==> config.mk <==
export PLATFORM = sky130hd
export DESIGN_NAME = adc_rx_top
export DESIGN_NICKNAME = d
export VERILOG_FILES = /design/src/logic/adc_rx_pkg.sv /design/src/logic/adc_rx_top.sv /design/src/logic/frame_sequencer.sv /design/src/logic/lane_deserializer.sv /design/src/logic/lrck_framer.sv /design/src/logic/sample_fifo.sv
export SDC_FILE = /design/constraint.sdc
export NUM_CORES = 1
export LEC_CHECK = 0
export BUFFER_PORTS_ARGS = -buffer_cell sky130_fd_sc_hd__buf_2
export CAP_MARGIN = 5
export CORE_AREA = 4 4 390 392
export DETAILED_ROUTE_END_ITERATION = 8
export DIE_AREA = 0 0 394 396
export SLEW_MARGIN = 20
export SYNTH_ARGS = -nofsm -noshare
export SYNTH_HDL_FRONTEND = slang
export SYNTH_HIERARCHICAL = 1
export SYNTH_SLANG_ARGS = --single-unit
==> constraint.sdc <==
create_clock -name adc_pbck -period 7.6 [get_ports adc_pbck]
set_clock_uncertainty 0.05 [all_clocks]
set_input_delay 0 -clock adc_pbck [delete_from_list [all_inputs] [get_ports adc_pbck]]
set_output_delay 0 -clock adc_pbck [all_outputs]
set_load 0.01 [all_outputs]
==> src/logic/adc_rx_pkg.sv <==
package adc_rx_pkg;

    // Framing formats, encoded as the converter's format pins
    typedef enum logic [1:0] {
        fmt_rj  = 2'b00,
        fmt_lj  = 2'b01,
        fmt_i2s = 2'b10
    } fmt_t;

    // Bit clocks in each LRCK half
    localparam int SLOT_BITS = 32;

    // Sample width on the line and at the output
    localparam int SAMPLE_BITS = 24;

    // Data lanes on the connector
    localparam int MAX_LANES = 4;

    // Bit position within one LRCK half, 0 to 31
    typedef logic [4:0] pos_t;

    // Channel index within a frame, 0 to 7
    typedef logic [2:0] chan_t;

endpackage

==> src/logic/adc_rx_top.sv <==
`timescale 1ns/1ps

module adc_rx_top #(
    parameter int LANES      = adc_rx_pkg::MAX_LANES,
    parameter int FIFO_DEPTH = 16
) (
    input  logic              adc_pbck,
    input  logic              reset,
    input  logic              adc_plrck,
    input  logic [3:0]        adc_pdata,
    input  adc_rx_pkg::fmt_t  fmt,
    input  logic              chan,
    input  logic              rec_enable,
    input  logic              out_ready,
    output logic              out_valid,
    output logic [adc_rx_pkg::SAMPLE_BITS-1:0] out_data,
    output adc_rx_pkg::chan_t out_channel,
    output logic              overflow
);

    logic                                              half_start;
    logic                                              left;
    adc_rx_pkg::pos_t                                  bit_pos;
    adc_rx_pkg::fmt_t                                  fmt_frame;
    logic                                              frame_done;
    logic                                              frame_enabled;
    logic [LANES-1:0][1:0][adc_rx_pkg::SAMPLE_BITS-1:0] frame_words;
    logic                                              wr_valid;
    logic                                              wr_ready;
    logic [adc_rx_pkg::SAMPLE_BITS-1:0]                wr_data;
    adc_rx_pkg::chan_t                                 wr_channel;
    logic                                              drop;

    lrck_framer framer_i (
        .adc_pbck(adc_pbck), .reset(reset), .adc_plrck(adc_plrck), .fmt(fmt),
        .rec_enable(rec_enable), .half_start(half_start), .left(left), .bit_pos(bit_pos),
        .fmt_frame(fmt_frame), .frame_done(frame_done), .frame_enabled(frame_enabled)
    );

    lane_deserializer #(.LANES(LANES)) deser_i (
        .adc_pbck(adc_pbck), .reset(reset), .adc_pdata(adc_pdata),
        .half_start(half_start), .left(left), .bit_pos(bit_pos), .fmt_frame(fmt_frame),
        .frame_done(frame_done), .frame_words(frame_words)
    );

    frame_sequencer #(.LANES(LANES)) seq_i (
        .adc_pbck(adc_pbck), .reset(reset), .chan(chan), .frame_done(frame_done),
        .frame_enabled(frame_enabled), .frame_words(frame_words), .wr_valid(wr_valid),
        .wr_ready(wr_ready), .wr_data(wr_data), .wr_channel(wr_channel), .drop(drop)
    );

    sample_fifo #(.FIFO_DEPTH(FIFO_DEPTH)) fifo_i (
        .adc_pbck(adc_pbck), .reset(reset), .wr_valid(wr_valid), .wr_ready(wr_ready),
        .wr_data(wr_data), .wr_channel(wr_channel), .drop(drop), .out_valid(out_valid),
        .out_ready(out_ready), .out_data(out_data), .out_channel(out_channel),
        .overflow(overflow)
    );

endmodule

==> src/logic/frame_sequencer.sv <==
`timescale 1ns/1ps

module frame_sequencer #(
    parameter int LANES = adc_rx_pkg::MAX_LANES
) (
    input  logic              adc_pbck,
    input  logic              reset,
    input  logic              chan,
    input  logic              frame_done,
    input  logic              frame_enabled,
    input  logic [LANES-1:0][1:0][adc_rx_pkg::SAMPLE_BITS-1:0] frame_words,
    output logic              wr_valid,
    input  logic              wr_ready,
    output logic [adc_rx_pkg::SAMPLE_BITS-1:0] wr_data,
    output adc_rx_pkg::chan_t wr_channel,
    output logic              drop
);

    logic              pend;
    logic              more;
    logic              accept;
    logic              load_first;
    logic              load_next;
    logic              more_after;
    logic              lost;
    adc_rx_pkg::chan_t idx;
    adc_rx_pkg::chan_t last;

    assign accept = wr_valid && wr_ready;

    // First word waits until the output register is free
    assign load_first = pend && (!wr_valid || accept);
    assign load_next  = !load_first && accept && more;

    always_comb begin
        if (load_first) begin
            more_after = 1'b1;
        end else if (load_next) begin
            more_after = (idx != last);
        end else begin
            more_after = more;
        end
    end

    // Words still owed when a new frame overwrites frame_words
    assign lost = more_after || (pend && !load_first);

    always_ff @(posedge adc_pbck) begin
        if (reset) begin
            wr_valid <= 1'b0;
            pend     <= 1'b0;
            more     <= 1'b0;
            drop     <= 1'b0;
            idx      <= '0;
            last     <= '0;
        end else begin
            drop <= 1'b0;
            more <= more_after;
            if (accept) begin
                wr_valid <= 1'b0;
            end
            if (load_first) begin
                wr_valid   <= 1'b1;
                wr_data    <= frame_words[0][0];
                wr_channel <= '0;
                idx        <= adc_rx_pkg::chan_t'(1);
                last       <= chan ? adc_rx_pkg::chan_t'(2 * LANES - 1) : adc_rx_pkg::chan_t'(1);
                pend       <= 1'b0;
            end else if (load_next) begin
                wr_valid   <= 1'b1;
                wr_data    <= frame_words[idx[2:1]][idx[0]];
                wr_channel <= idx;
                idx        <= idx + 1'b1;
            end
            // A held word still goes out, the rest of the old frame does not
            if (frame_done) begin
                pend <= frame_enabled;
                more <= 1'b0;
                drop <= lost;
            end
        end
    end

endmodule

==> src/logic/lane_deserializer.sv <==
`timescale 1ns/1ps

module lane_deserializer #(
    parameter int LANES = adc_rx_pkg::MAX_LANES
) (
    input  logic             adc_pbck,
    input  logic             reset,
    input  logic [3:0]       adc_pdata,
    input  logic             half_start,
    input  logic             left,
    input  adc_rx_pkg::pos_t bit_pos,
    input  adc_rx_pkg::fmt_t fmt_frame,
    input  logic             frame_done,
    output logic [LANES-1:0][1:0][adc_rx_pkg::SAMPLE_BITS-1:0] frame_words
);

    localparam int SW       = adc_rx_pkg::SAMPLE_BITS;
    localparam int RJ_FIRST = adc_rx_pkg::SLOT_BITS - adc_rx_pkg::SAMPLE_BITS;

    logic          capture;
    logic          clear;
    logic [SW-1:0] left_work  [LANES];
    logic [SW-1:0] right_work [LANES];
    logic [SW-1:0] left_done  [LANES];

    // Capture window by format, MSB first
    always_comb begin
        case (fmt_frame)
            adc_rx_pkg::fmt_i2s: capture = (bit_pos >= 1) && (bit_pos <= SW);
            adc_rx_pkg::fmt_lj:  capture = (bit_pos <= SW - 1);
            adc_rx_pkg::fmt_rj:  capture = (bit_pos >= RJ_FIRST);
            default:             capture = 1'b0;
        endcase
    end

    assign clear = half_start || reset;

    function automatic logic [SW-1:0] shift_in(
        input logic [SW-1:0] word,
        input logic          wipe,
        input logic          take,
        input logic          bit_in
    );
        logic [SW-1:0] base;
        base = wipe ? '0 : word;
        if (take) begin
            return {base[SW-2:0], bit_in};
        end
        return base;
    endfunction

    always_ff @(posedge adc_pbck) begin
        for (int i = 0; i < LANES; i++) begin
            if (left) begin
                left_work[i] <= shift_in(left_work[i], clear, capture, adc_pdata[i]);
            end else begin
                right_work[i] <= shift_in(right_work[i], clear, capture, adc_pdata[i]);
            end

            // Left word is finished once the right half begins
            if (half_start && !left) begin
                left_done[i] <= left_work[i];
            end

            // Right word stays intact until the next right half
            if (frame_done) begin
                frame_words[i][0] <= left_done[i];
                frame_words[i][1] <= right_work[i];
            end
        end
    end

endmodule

==> src/logic/lrck_framer.sv <==
`timescale 1ns/1ps

module lrck_framer (
    input  logic             adc_pbck,
    input  logic             reset,
    input  logic             adc_plrck,
    input  adc_rx_pkg::fmt_t fmt,
    input  logic             rec_enable,
    output logic             half_start,
    output logic             left,
    output adc_rx_pkg::pos_t bit_pos,
    output adc_rx_pkg::fmt_t fmt_frame,
    output logic             frame_done,
    output logic             frame_enabled
);

    logic             lrck_last;
    logic             primed;
    logic             left_start;
    logic             in_frame;
    logic             right_seen;
    logic             en_cur;
    adc_rx_pkg::pos_t pos_q;
    adc_rx_pkg::fmt_t fmt_q;

    // An edge only counts once a previous level has been seen
    assign half_start = primed && (adc_plrck != lrck_last);
    assign left       = !adc_plrck;
    assign left_start = half_start && left;

    // Position 0 on the edge itself, then count up and hold at the last slot bit
    always_comb begin
        if (half_start) begin
            bit_pos = '0;
        end else if (pos_q == adc_rx_pkg::pos_t'(adc_rx_pkg::SLOT_BITS - 1)) begin
            bit_pos = pos_q;
        end else begin
            bit_pos = pos_q + 1'b1;
        end
    end

    // The new format already applies at position 0 of the left half
    assign fmt_frame = left_start ? fmt : fmt_q;

    always_ff @(posedge adc_pbck) begin
        lrck_last <= adc_plrck;
        if (reset) begin
            primed        <= 1'b0;
            pos_q         <= '1;
            fmt_q         <= adc_rx_pkg::fmt_i2s;
            en_cur        <= 1'b0;
            in_frame      <= 1'b0;
            right_seen    <= 1'b0;
            frame_done    <= 1'b0;
            frame_enabled <= 1'b0;
        end else begin
            primed     <= 1'b1;
            pos_q      <= bit_pos;
            frame_done <= 1'b0;
            if (left_start) begin
                // Close the previous pair and open a new frame
                frame_done    <= in_frame && right_seen;
                frame_enabled <= en_cur;
                en_cur        <= rec_enable;
                fmt_q         <= fmt;
                in_frame      <= 1'b1;
                right_seen    <= 1'b0;
            end else if (half_start) begin
                right_seen <= in_frame;
            end
        end
    end

endmodule

==> src/logic/sample_fifo.sv <==
`timescale 1ns/1ps

module sample_fifo #(
    parameter int FIFO_DEPTH = 16
) (
    input  logic              adc_pbck,
    input  logic              reset,
    input  logic              wr_valid,
    output logic              wr_ready,
    input  logic [adc_rx_pkg::SAMPLE_BITS-1:0] wr_data,
    input  adc_rx_pkg::chan_t wr_channel,
    input  logic              drop,
    output logic              out_valid,
    input  logic              out_ready,
    output logic [adc_rx_pkg::SAMPLE_BITS-1:0] out_data,
    output adc_rx_pkg::chan_t out_channel,
    output logic              overflow
);

    localparam int AW = $clog2(FIFO_DEPTH);

    logic [adc_rx_pkg::SAMPLE_BITS-1:0] data_mem [FIFO_DEPTH];
    adc_rx_pkg::chan_t                  chan_mem [FIFO_DEPTH];
    logic [AW:0]                        wr_ptr;
    logic [AW:0]                        rd_ptr;
    logic                               full;

    // Extra pointer bit tells full from empty
    assign full        = (wr_ptr[AW] != rd_ptr[AW]) && (wr_ptr[AW-1:0] == rd_ptr[AW-1:0]);
    assign wr_ready    = !full;
    assign out_valid   = (wr_ptr != rd_ptr);
    assign out_data    = data_mem[rd_ptr[AW-1:0]];
    assign out_channel = chan_mem[rd_ptr[AW-1:0]];

    always_ff @(posedge adc_pbck) begin
        if (wr_valid && wr_ready) begin
            data_mem[wr_ptr[AW-1:0]] <= wr_data;
            chan_mem[wr_ptr[AW-1:0]] <= wr_channel;
        end
    end

    always_ff @(posedge adc_pbck) begin
        if (reset) begin
            wr_ptr   <= '0;
            rd_ptr   <= '0;
            overflow <= 1'b0;
        end else begin
            if (wr_valid && wr_ready) begin
                wr_ptr <= wr_ptr + 1'b1;
            end
            if (out_valid && out_ready) begin
                rd_ptr <= rd_ptr + 1'b1;
            end
            // Sticky until reset
            if (drop) begin
                overflow <= 1'b1;
            end
        end
    end

endmodule

; ---- Yosys cells after proc, flatten, opt, wreduce, memory -nomap -nowiden
; Memory sizes are Yosys's and may differ from the RTL's. A register that Yosys moved wholly into a read port is not among the register bits.
; Cells that the tools add are included.
[totals]
ff_bits = 158
latchBits = 0
ramBits = 720
rom_bits = 0
inputBits = 12
output_inout_bits = 29
elab_cells = 147
n_memories = 5
[classes]
n_addsub = 4
mul = 0
n_div = 0
magnitude_cmp = 6
n_eq_ne = 8
shift = 0
mux = 67
bitwise_logic = 3
reduce_logical = 29
[memory_table]
columns = name, words, width, read_ports, rd_clocked_by_memory_dff, wr, line
row1 = fifo_i.data_mem, 16, 24, 1, 1, 1, sample_fifo.sv:22  ; logic [adc_rx_pkg::SAMPLE_BITS-1:0] data_mem [FIFO_DEPTH];
row2 = deser_i.left_done, 4, 24, 4, 4, 4, lane_deserializer.sv:24  ; logic [SW-1:0] left_done [LANES];
row3 = deser_i.left_work, 4, 24, 4, 0, 4, lane_deserializer.sv:22  ; logic [SW-1:0] left_work [LANES];
row4 = deser_i.right_work, 4, 24, 4, 0, 4, lane_deserializer.sv:23  ; logic [SW-1:0] right_work [LANES];
row5 = fifo_i.chan_mem, 16, 3, 1, 1, 1, sample_fifo.sv:23  ; adc_rx_pkg::chan_t chan_mem [FIFO_DEPTH];
[op_table]
columns = cell, count
row1 = $mux W24, 36
row2 = $bmux W48 S2, 1
row3 = $mux W48, 1
row4 = $mux W1, 19
row5 = $mux W4, 4
row6 = $add A5 B1 Y5 const B, 3
row7 = $logic_and A1 B1 Y1, 12
row8 = $le A5 B5 Y1 const B, 2
row9 = $mux W5, 2
row10 = $reduce_or A2 Y1, 5
row11 = $mux W3, 2
row12 = $eq A5 B5 Y1 const B, 1
row13 = $ge A5 B1 Y1 const B, 1
row14 = $ge A5 B4 Y1 const B, 1
row15 = $ne A5 B5 Y1, 1
row16 = $eq A4 B4 Y1, 1
row17 = $logic_not A1 Y1, 4
row18 = $reduce_bool A2 Y1, 2
row19 = $add A3 B1 Y3 const B, 1
row20 = $logic_or A1 B1 Y1, 3
row21 = $lt A2 B3 Y1 const B, 1
row22 = $ne A3 B3 Y1, 1
row23 = $not A1 Y1, 3
row24 = $pmux W1 S3, 1
row25 = other kinds (8), 9

; ---- Depth between registers and ports, before layout
[depth]
word_depth = 12
depth_mapped = 11
depth_no_buf = 8

; ---- Hierarchy
; The synthesis kept the hierarchy.
[by_module_without_submodules]
columns = mod, n_inst, cells_each, area_per_inst_um2, seq_area_each_um2
row1 = lane_deserializer, 1, 916, 17446.7, 14413.8
row2 = sample_fifo, 1, 705, 17115.2, 13272.7
row3 = frame_sequencer, 1, 322, 3221.8, 991.0
row4 = lrck_framer, 1, 54, 573.0, 280.3

; ---- Worst setup path before layout
; Ideal clock, no wire load.
[synth_path]
path_type = in2reg
startpoint = input port adc_plrck
endpoint = memory deser_i/left_done[0][0] in the netlist's numbering, enable pin
setup_ps = 563
arrival_time_ps = 5762
required_ps = 6987
slack_ps = 1225
stages = 2
path_buffers = 0
path_cell_list = inv_1 > nor2b_1
[synth_rtl]
columns = element, line
row1 = from (decl), adc_rx_top.sv:9  ; input logic adc_plrck,
row2 = to (decl), lane_deserializer.sv:24

==> impl_metrics.toml <==
[cts]
clockBufferDepth = 3
cts_root_buf = "clkbuf_16"
clk_pin_slew_ns = 0.06
cts_tree = "built"
cts_inserted_buffers = 102
cts_sinks = 977
h-tree-depth = 3
clkLatencyLatePin_ns = 0.67

[synthesis]
synth_xor_area_frac = 0.00274
synth_edf_count = 939
synth.top_cell.area_share = 0.735
syn_area_per_cell_um2 = 19.2
syn_nets = 2016
yosysTopAreaCell = "edfxtp_1"
post_synth_num_cell_types = 59
synth_compound_area_frac = 0.0198
synthesis.area_um2 = 38400
synth_top_family_by_area = "multiplexers"
synthAdderAreaFrac = 0.00228
yosys.area_share.simple = 0.0407
async_flop_share = 0
synthCells = 1997
synth_warnings = 6
yosysSeqAreaShare = 0.755
muxShareOfSynthArea = 0.157
synth.area.top_cells = "edfxtp_1 (74%), mux4_2 (7.9%), mux2i_1 (7.5%)"
synthFlopType = "edfxtp_1"
ys_ff_latch = 977

[grt]
grt_max_degree = 193
track_usage = 0.0944
grt_pass1_vias = 18200
grt.overflow.total = 0
grt_pass1_wl_um = 114000
grt_antenna_before_repair = 2

[route]
post-route-drc-count = 0
drt-total-wl_um = 75000
postRouteAntennaNets = 0
drt_iter0_drc = 1459
vias = 17800
wl_per_cell_um = 18.4
viasPerCell = 4.36
drt_pass1_iterations = 5

[pwr]
p_leak_uw = 0.0143
vdd_ir_drop_max_mv = 0.318
p_per_area_nw_per_um2 = 278

[floorplanning]
die_area_um2 = 156000
core-area_um2 = 149000
die_h_um = 396
io_pins = 41
rows = 142
fp.dieW_um = 394
start_util = 0.258

[placement]
numPortBuffers = 40
hpwl_um = 40700
gp_congestion = 0.698
place_inst = 3897

[sta]
layout_min_cycle_time_ns = 3.88
tightest_slew_ns = 1.12
rsz0062_at_grt = "false"
fmax_mhz = 258
hold_violations = 0
fin_crit_sh = 0.510
maxSlewViolCount = 0
relSlewSlack = 0.255
fin_setup_tns_ns = 0
finalSetupViolCount = 0

[worst_setup_path]
critPathMaxStageDelay_ns = 0.72
critPathSlowestCell = "dfxtp_4"
critPathCaptureType = "output port"
cp.buffers_inverters = 3
reg2reg_from = "framer_i/pos_q[0]"
critical_path.top_delay_family = "buffers and inverters"
crit_chain = "buf_4, buf_4, mux4_2, mux4_2, buf_2"
crit_path_start_kind = "flop"
crit_required_ns = 7.55
path_class = "flop to output port"
arrival_ns = 3.83
path_max_fanout = 37

[hold_path]
min_path_type = "input pin to flop"
hold_start = "adc_plrck"

[job]
max_cap_violations = 0

[layout]
area_delta_synth_final_pct = 13.9
nets = 2089
drive_gt1_frac = 0.179
final_cell_mix = "edfxtp_1 (939), mux2i_1 (287), nand2_1 (242)"
layout.cells.non_filler = 4089
final_common_cell = "edfxtp_1"

[outcome]
status = "complete, no violations"
## logic make-up (layout without fill, tap and decap cells)
logic type,count (synthesis),count (layout)
other cells,0,1
flops,977,977
buf+inv,125,272
fa+ha+maj,7,7
xor+xnor,12,12
simple gates,356,356
mux,431,431
compound gates,89,89
## through the flow
stage	setup slack, ns	power (µW)	area, µm²	util	hold WS [ns]
after CTS	3.65	12300	43700	0.293	0.0110
after global placement	4.27	7650	40500	0.272	0.140
after detailed placement	4.25	7680	40500	0.272	0.145
final	3.72	12200	43700	0.293	0.0350
after global routing	3.59	12600	43700	0.293	0.0349
after floorplan	1.22	7550	38400	-	-0.0223
## registers in the layout, indices dropped and copies added (netlist names), 2 cells and up, named ones only
name                 count
deser_i/frame_words    192
deser_i/left_done       96
deser_i/left_work       96
deser_i/right_work      96
fifo_i/chan_mem         48
fifo_i/data_mem        384
fifo_i/rd_ptr            5
fifo_i/wr_ptr            5
framer_i/fmt_q           2
framer_i/pos_q           5
seq_i/idx                3
seq_i/last               2
seq_i/wr_channel         3
seq_i/wr_data           24
## cells in the mapped netlist, types with 2 or more instances
cell      instances
edfxtp_1        939
mux2i_1         287
nand2_1         242
mux4_2          135
clkbuf_1         38
dfxtp_1          38
a22oi_1          29
nand3_1          28
and3_1           25
buf_2            23
nor2_1           22
a22oi_2          20
buf_6            18
inv_1            16
buf_8            15
a21oi_1          10
buf_4             9
xnor2_1           8
and2_1            7
ha_1              7
mux2_1            7
nor2b_1           7
o21ai_0           7
nor3_1            5
nand4_1           4
o311ai_1          4
xor2_1            4
and4_1            3
a211o_1           2
a31oi_1           2
buf_1             2
buf_12            2
nand2b_1          2
nor4_1            2
o211ai_1          2
o21a_1            2
or2_1             2
## layout make-up
type	count	area [µm²]
diodes	1	2.50
clock buffers	134	2670
clock inverters	44	404
fillers	14500	105000
inverters	18	72.6
multi-input cells	895	8600
flip-flops and latches	977	29000
well taps	1944	2430
repair buffers	76	528
## final timing paths
check | endpoint | slack (ns) | cells after the start
worst min register to register | deser_i/frame_words[143] | 0.35 | 0
worst max register to register | deser_i/right_work[0][3] | 4.19 | 8
worst min-delay path | framer_i/lrck_last | 0.04 | 2
worst max-delay path | out_data[1] | 3.72 | 5
## timing repair
item                                    4_1_cts  5_1_grt
setup buffers                                 0        0
endpoints found under the setup margin        0        0
hold buffers                                 13        0
gates resized for setup                       0        0
endpoints found under the hold margin        86        0
## metal layers
metal / global-route usage / share of wire / vias to the layer above
li1: - / - / 8054
met1: 0.126 / 0.43 / 9190
met2: 0.156 / 0.49 / 454
met3: 0.0190 / 0.056 / 117
met4: 0.0266 / 0.023 / 0
met5: 0 / 0 / -
## worst reg2reg max path, delay by kind of cell (launching register included)
family | cells | cell delay (ns)
buffers and inverters | 1 | 0.75
and+or+nand+nor | 3 | 0.64
muxes | 2 | 0.55
AOI/OAI and AO/OA | 1 | 0.49
DFF | 1 | 0.39
adders and majority gates | 1 | 0.25
## power by group
group | total [µW] | switching, µW | internal [µW]
combinational | 1250 | 679 | 574
clock | 4610 | 1990 | 2620
sequential | 6300 | 111 | 6190
total | 12200 | 2780 | 9370
Power figures use the tool's default switching activity.
